## config.mk

```make
export PLATFORM = sky130hd
export DESIGN_NAME = decodeStage
export DESIGN_NICKNAME = d
export VERILOG_FILES = /design/src/verilog/mipsPkg.sv /design/src/verilog/instrDecoder.sv /design/src/verilog/regFile.sv /design/src/verilog/immExtend.sv /design/src/verilog/nextPc.sv /design/src/verilog/decodeStage.sv
export SDC_FILE = /design/constraint.sdc
export NUM_CORES = 2
export LEC_CHECK = 0
export CAP_MARGIN = 20
export CORE_MARGIN = 1
export CORE_UTILIZATION = 59
export CTS_BUF_LIST = sky130_fd_sc_hd__clkbuf_4 sky130_fd_sc_hd__clkbuf_8
export CTS_CLUSTER_DIAMETER = 200
export CTS_CLUSTER_SIZE = 10
export DETAILED_ROUTE_END_ITERATION = 10
export DONT_BUFFER_PORTS = 1
export PLACE_DENSITY = 0.72
export SETUP_SLACK_MARGIN = 0.15
export SLEW_MARGIN = 5
export SYNTH_ARGS = -nofsm -noshare
export SYNTH_HDL_FRONTEND = slang
export SYNTH_HIERARCHICAL = 1
export SYNTH_SLANG_ARGS = --single-unit
```

## constraint.sdc

```tcl
create_clock -name clk -period 9.7 [get_ports clk]
set_input_delay 1.455 -clock clk [delete_from_list [all_inputs] [get_ports clk]]
set_output_delay 1.455 -clock clk [all_outputs]
set_load 0.02 [all_outputs]
```

## src/verilog/mipsPkg.sv

```systemverilog
`default_nettype none

package mipsPkg;

	////////////////////
	// Basic widths
	////////////////////

	// Data word and address
	typedef logic [31:0] word;

	// General register number
	typedef logic [4:0] regIdx;

	// Primary opcode and R-type funct field
	typedef logic [5:0] opcode;

	////////////////////
	// Opcodes and functs
	////////////////////

	localparam opcode opRtype = 6'h00;
	localparam opcode opJ     = 6'h02;
	localparam opcode opJal   = 6'h03;
	localparam opcode opBeq   = 6'h04;
	localparam opcode opOri   = 6'h0d;
	localparam opcode opLui   = 6'h0f;
	localparam opcode opLw    = 6'h23;
	localparam opcode opSw    = 6'h2b;

	// Funct values under opRtype
	localparam opcode fnJr   = 6'h08;
	localparam opcode fnAddu = 6'h21;
	localparam opcode fnSubu = 6'h23;

	////////////////////
	// Control encodings
	////////////////////

	// Immediate extension, code 3 is left free
	typedef logic [1:0] extOp;
	localparam extOp extZero = 2'd0;
	localparam extOp extSign = 2'd1;
	localparam extOp extHigh = 2'd2;

	// Next-PC source
	typedef logic [1:0] npcOp;
	localparam npcOp npcSeq    = 2'd0;
	localparam npcOp npcBranch = 2'd1;
	localparam npcOp npcJump   = 2'd2;
	localparam npcOp npcReg    = 2'd3;

	////////////////////
	// Bundles
	////////////////////

	// Decoded control for one instruction
	typedef struct packed {
		logic  regWrite;
		logic  link;
		extOp  extSel;
		npcOp  npcSel;
		regIdx dst;
	} ctrl;

	// Write-back stage request to the register file
	typedef struct packed {
		word   instr;
		regIdx addr;
		word   data;
	} wbPort;

endpackage

`default_nettype wire

```

## src/verilog/instrDecoder.sv

```systemverilog
`timescale 1ns/1ps
`default_nettype none

module instrDecoder (
	input  mipsPkg::word instr,
	output mipsPkg::ctrl ctrl
);

	mipsPkg::opcode op;
	mipsPkg::opcode funct;
	mipsPkg::regIdx rt;
	mipsPkg::regIdx rd;

	// Instruction fields
	assign op    = instr[31:26];
	assign funct = instr[5:0];
	assign rt    = instr[20:16];
	assign rd    = instr[15:11];

	always_comb begin
		// No-op defaults, also used for unknown encodings
		ctrl.regWrite = 1'b0;
		ctrl.link     = 1'b0;
		ctrl.extSel   = mipsPkg::extZero;
		ctrl.npcSel   = mipsPkg::npcSeq;
		ctrl.dst      = '0;

		case (op)
			mipsPkg::opRtype: begin
				case (funct)
					mipsPkg::fnAddu,
					mipsPkg::fnSubu: begin
						ctrl.regWrite = 1'b1;
						ctrl.dst      = rd;
					end
					mipsPkg::fnJr: begin
						ctrl.npcSel = mipsPkg::npcReg;
					end
					default: begin
						// sll $0 and anything else stays a nop
						ctrl.regWrite = 1'b0;
					end
				endcase
			end

			mipsPkg::opOri: begin
				ctrl.regWrite = 1'b1;
				ctrl.dst      = rt;
			end

			mipsPkg::opLw: begin
				ctrl.regWrite = 1'b1;
				ctrl.extSel   = mipsPkg::extSign;
				ctrl.dst      = rt;
			end

			// Store offset only, nothing written back
			mipsPkg::opSw: begin
				ctrl.extSel = mipsPkg::extSign;
			end

			mipsPkg::opBeq: begin
				ctrl.extSel = mipsPkg::extSign;
				ctrl.npcSel = mipsPkg::npcBranch;
			end

			mipsPkg::opLui: begin
				ctrl.regWrite = 1'b1;
				ctrl.extSel   = mipsPkg::extHigh;
				ctrl.dst      = rt;
			end

			mipsPkg::opJ: begin
				ctrl.npcSel = mipsPkg::npcJump;
			end

			// Link goes to $ra
			mipsPkg::opJal: begin
				ctrl.regWrite = 1'b1;
				ctrl.link     = 1'b1;
				ctrl.npcSel   = mipsPkg::npcJump;
				ctrl.dst      = 5'd31;
			end

			default: begin
				ctrl.regWrite = 1'b0;
			end
		endcase
	end

endmodule

`default_nettype wire

```

## src/verilog/regFile.sv

```systemverilog
`timescale 1ns/1ps
`default_nettype none

module regFile (
	input  wire          clk,
	input  wire          reset,
	input  mipsPkg::regIdx ra1,
	input  mipsPkg::regIdx ra2,
	input  mipsPkg::regIdx wa,
	input  wire          we,
	input  mipsPkg::word wd,
	output mipsPkg::word rd1,
	output mipsPkg::word rd2
);

	mipsPkg::word regs [32];
	logic         wrValid;

	// $0 is never stored
	assign wrValid = we && (wa != '0);

	////////////////////
	// Write port
	////////////////////

	always_ff @(posedge clk) begin
		if (reset) begin
			for (int i = 0; i < 32; i++) begin
				regs[i] <= '0;
			end
		end else if (wrValid) begin
			regs[wa] <= wd;
		end
	end

	////////////////////
	// Read ports
	////////////////////

	// Same-cycle write wins over the stored word
	function automatic mipsPkg::word readPort(input mipsPkg::regIdx addr);
		mipsPkg::word val;
		if (addr == '0) begin
			val = '0;
		end else if (wrValid && (addr == wa)) begin
			val = wd;
		end else begin
			val = regs[addr];
		end
		return val;
	endfunction

	always_comb begin
		rd1 = readPort(ra1);
		rd2 = readPort(ra2);
	end

endmodule

`default_nettype wire

```

## src/verilog/immExtend.sv

```systemverilog
`timescale 1ns/1ps
`default_nettype none

module immExtend (
	input  logic [15:0]   imm16,
	input  mipsPkg::extOp extSel,
	output mipsPkg::word  imm
);

	always_comb begin
		case (extSel)
			mipsPkg::extZero: begin
				imm = {16'h0000, imm16};
			end
			mipsPkg::extSign: begin
				imm = {{16{imm16[15]}}, imm16};
			end
			// lui places the field on top
			mipsPkg::extHigh: begin
				imm = {imm16, 16'h0000};
			end
			default: begin
				// Free code, all ones flags a bad decode
				imm = 32'hffff_ffff;
			end
		endcase
	end

endmodule

`default_nettype wire

```

## src/verilog/nextPc.sv

```systemverilog
`timescale 1ns/1ps
`default_nettype none

module nextPc (
	input  mipsPkg::word  pc4,
	input  mipsPkg::word  instr,
	input  mipsPkg::npcOp npcSel,
	input  mipsPkg::word  rs,
	input  mipsPkg::word  rt,
	output mipsPkg::word  npc,
	output logic          branchTaken
);

	logic         equal;
	mipsPkg::word pc;
	mipsPkg::word brOffset;
	mipsPkg::word jumpTarget;

	////////////////////
	// Branch compare
	////////////////////

	assign equal = (rs == rt);

	assign branchTaken = (npcSel == mipsPkg::npcBranch) && equal;

	////////////////////
	// Targets
	////////////////////

	// Address of the instruction itself
	assign pc = pc4 - 32'd4;

	// Word offset, sign extended and shifted by two
	assign brOffset = {{14{instr[15]}}, instr[15:0], 2'b00};

	// Region bits come from the jump's own address
	assign jumpTarget = {pc[31:28], instr[25:0], 2'b00};

	always_comb begin
		case (npcSel)
			mipsPkg::npcBranch: begin
				if (equal) begin
					npc = pc4 + brOffset;
				end else begin
					npc = pc4 + 32'd4;
				end
			end
			mipsPkg::npcJump: begin
				npc = jumpTarget;
			end
			mipsPkg::npcReg: begin
				npc = rs;
			end
			default: begin
				npc = pc4;
			end
		endcase
	end

endmodule

`default_nettype wire

```

## src/verilog/decodeStage.sv

```systemverilog
`timescale 1ns/1ps
`default_nettype none

module decodeStage (
	input  wire           clk,
	input  wire           reset,
	input  mipsPkg::word  instr,
	input  mipsPkg::word  pc4,
	input  mipsPkg::wbPort wb,
	output mipsPkg::ctrl  ctrl,
	output mipsPkg::word  rd1,
	output mipsPkg::word  rd2,
	output mipsPkg::word  imm,
	output mipsPkg::word  npc,
	output logic          branchTaken
);

	mipsPkg::ctrl ctrlD;
	mipsPkg::ctrl ctrlW;

	////////////////////
	// Decoders
	////////////////////

	// Instruction now in decode
	instrDecoder decodeD (
		.instr (instr),
		.ctrl  (ctrlD)
	);

	// Instruction in write-back, only its write enable is needed
	instrDecoder decodeW (
		.instr (wb.instr),
		.ctrl  (ctrlW)
	);

	assign ctrl = ctrlD;

	////////////////////
	// Register file
	////////////////////

	// Destination and data arrive from write-back
	regFile u_regFile (
		.clk   (clk),
		.reset (reset),
		.ra1   (instr[25:21]),
		.ra2   (instr[20:16]),
		.wa    (wb.addr),
		.we    (ctrlW.regWrite),
		.wd    (wb.data),
		.rd1   (rd1),
		.rd2   (rd2)
	);

	////////////////////
	// Immediate and next PC
	////////////////////

	immExtend u_immExtend (
		.imm16  (instr[15:0]),
		.extSel (ctrlD.extSel),
		.imm    (imm)
	);

	// Compare uses the register values read above
	nextPc u_nextPc (
		.pc4         (pc4),
		.instr       (instr),
		.npcSel      (ctrlD.npcSel),
		.rs          (rd1),
		.rt          (rd2),
		.npc         (npc),
		.branchTaken (branchTaken)
	);

endmodule

`default_nettype wire

```

==> results.py <==
metrics = {
    "run_status": {
        "outcome": "finished clean",
    },
    "layout": {
        "finalNetCount": 4424,
        "regMostFlops": "u_regFile/regs",
        "biggestRegsByFlops": "u_regFile/regs (1024)",
        "drive_above_1_share_pct": 19.79,
        "largest_register_ffs": 1024,
        "area_growth_pct": 4.835,
        "final_core_utilization_pct": 62.82,
        "fin_cells": 5561,
    },
    "sta": {
        "slew_headroom_pct": 15.39,
        "fin_crit_ns": 9.543,
        "fmax_mhz": 104.8,
        "fin_tns_setup_ns": 0,
        "rsz0062_at_grt": "no",
        "setup_viol_count_final": 0,
        "drv_slew": 0,
        "hold_violations": 0,
        "worst_pin_slew_ns": 1.269,
        "fin_crit_sh_pct": 98.38,
    },
    "worst_setup_path": {
        "worstSetupPathType": "in -> out",
        "cp.required_ns": 8.25,
        "crit_path_start_kind": "input pin",
        "crit_path_end_kind": "output pin",
        "cp-startpoint": "instr[16]",
        "crit_arrival_ns": 8.09,
        "cp_max_fo": 345,
    },
    "clock_network": {
        "clkTransAtPathRegs_ns": 0.08,
        "numCtsBuffers": 112,
        "cts_tree": "done",
        "cts_max_path_buffers": 3,
        "clkSinkCount": 1024,
        "cts_root_buf": "clkbuf_8",
        "htreeDepth": 3,
    },
    "synthesis": {
        "syn_area_per_cell_sq_um": 13.53,
        "yosys_warnings": 6,
        "synth_cells": 4383,
        "syn_area_sq_um": 59320,
    },
    "placement": {
        "gp_congestion": 1.006,
        "dp_cells": 5430,
        "dp_hpwl_microns": 125800,
        "port_buffers": 0,
    },
    "routing": {
        "antenna_left": 0,
        "routedWlPerCell_microns": 36.86,
        "vias": 40490,
        "dr.first_iter.drc_count": 6529,
        "drc": 0,
        "wl_microns": 205000,
        "dr.pass1.iters": 6,
        "routed_via_density": 7.281,
    },
    "global_route": {
        "grt_use_total_pct": 39.94,
        "grt_overflow_total": 0,
        "grt_pass1_wl_microns": 286000,
        "first_global_vias": 38818,
        "antenna_found_initial": 14,
        "grt_max_degree": 346,
    },
    "floorplanning": {
        "dieHeight_microns": 319.1,
        "io_pins": 275,
        "start_util_pct": 59.92,
        "die-area_sq_um": 101800,
        "fp.dieW_microns": 319.1,
        "rows": 115,
        "core_area_sq_um": 98990,
    },
    "min_path": {
        "hold_class": "in -> reg",
        "hold_start": "wb[17]",
    },
    "job": {
        "drv_cap": 0,
    },
    "power_and_ir_drop": {
        "p_leak_uw": 0.02194,
        "ir_drop_mv": 0.1182,
        "cellPowerDensity_nw_per_um2": 146.8,
    },
}
cell usage in the layout, fill, tap and decap left out, types with 15 or more instances in the layout:
cell and count:
nor4_1 16, nor3_1 47, nor2_4 21, o21ai_0 56, mux2i_1 335, mux4_2 379
a221oi_1 34, clkbuf_8 113, and3_1 18, mux2_2 39, inv_1 34, nand2_1 152
o22ai_1 40, a21o_1 15, conb_1 32, edfxtp_1 1024, buf_4 163, a22oi_1 66
or2_2 36, xor2_1 43, a21oi_1 107, xnor2_1 26, ha_1 29, and2_1 979
a32o_1 32, nor2_1 80, nand3_1 15, o221ai_1 33, a211oi_1 50
metal layers:
layer	wire length [microns]	vias up	GRT usage, %
met3	33610	563	15.41
met1	71080	20311	52.79
met4	11470	8	20.49
li1	-	16383	-
met5	54	-	0
met2	88800	3225	57.44
through the flow:
step                instance area [sq um]  power, uW  setup WS (ns)  hold WS [ns]
floorplan                           59430       6213         0.9250         1.653
global placement                    60490       6577         0.3726         1.590
detailed placement                  60490       6604         0.3493         1.592
CTS                                 62110       9063         0.3124        0.7581
global route                        62170       9323         0.2400        0.8220
finish                              62190       9130         0.1568        0.8377
cell type report:
class / instances / area (sq um)
timing repair buffer: 170 / 1350
tap: 1287 / 1610
antenna: 10 / 25.02
sequential: 1024 / 30750
clock buffer: 113 / 1555
fill: 7399 / 36810
inverter: 35 / 131.4
clock inverter: 6 / 58.81
multi-input combinational: 2916 / 26710
worst max-delay path: stages:
cell,delay (ns)
mux4_2,0.88
and3_1,0.21
a2111oi_2,0.77
a21oi_1,0.25
xor2_1,0.48
nor4_1,0.11
nand4_1,0.27
nor2_1,0.07
buf_4,0.20
and2_1,0.18
ha_1,0.36
nand4_1,0.17
or3_1,0.41
a211oi_2,0.28
nand4b_4,0.23
a41oi_4,0.17
nor3_2,0.17
nor3_2,0.06
xnor2_1,0.17
mux4_2,0.59
worst paths after layout:
check	endpoint	slack, ns	depth (start not counted)
min	u_regFile/regs[23][17]	0.84	1
max	npc[27]	0.16	20
report_power, final:
group          internal [uW]  switching (uW)
clock network           1040            1510
registers               5090             116
logic                    563             816
repair_timing:
item / in CTS / in global routing
gates resized for setup: 0 / 4
endpoints found under the hold margin: 0 / 0
hold buffers: 0 / 0
setup endpoints to repair: 0 / 10
setup buffers: 0 / 0
No activity file was read; power rests on OpenSTA's default activity.
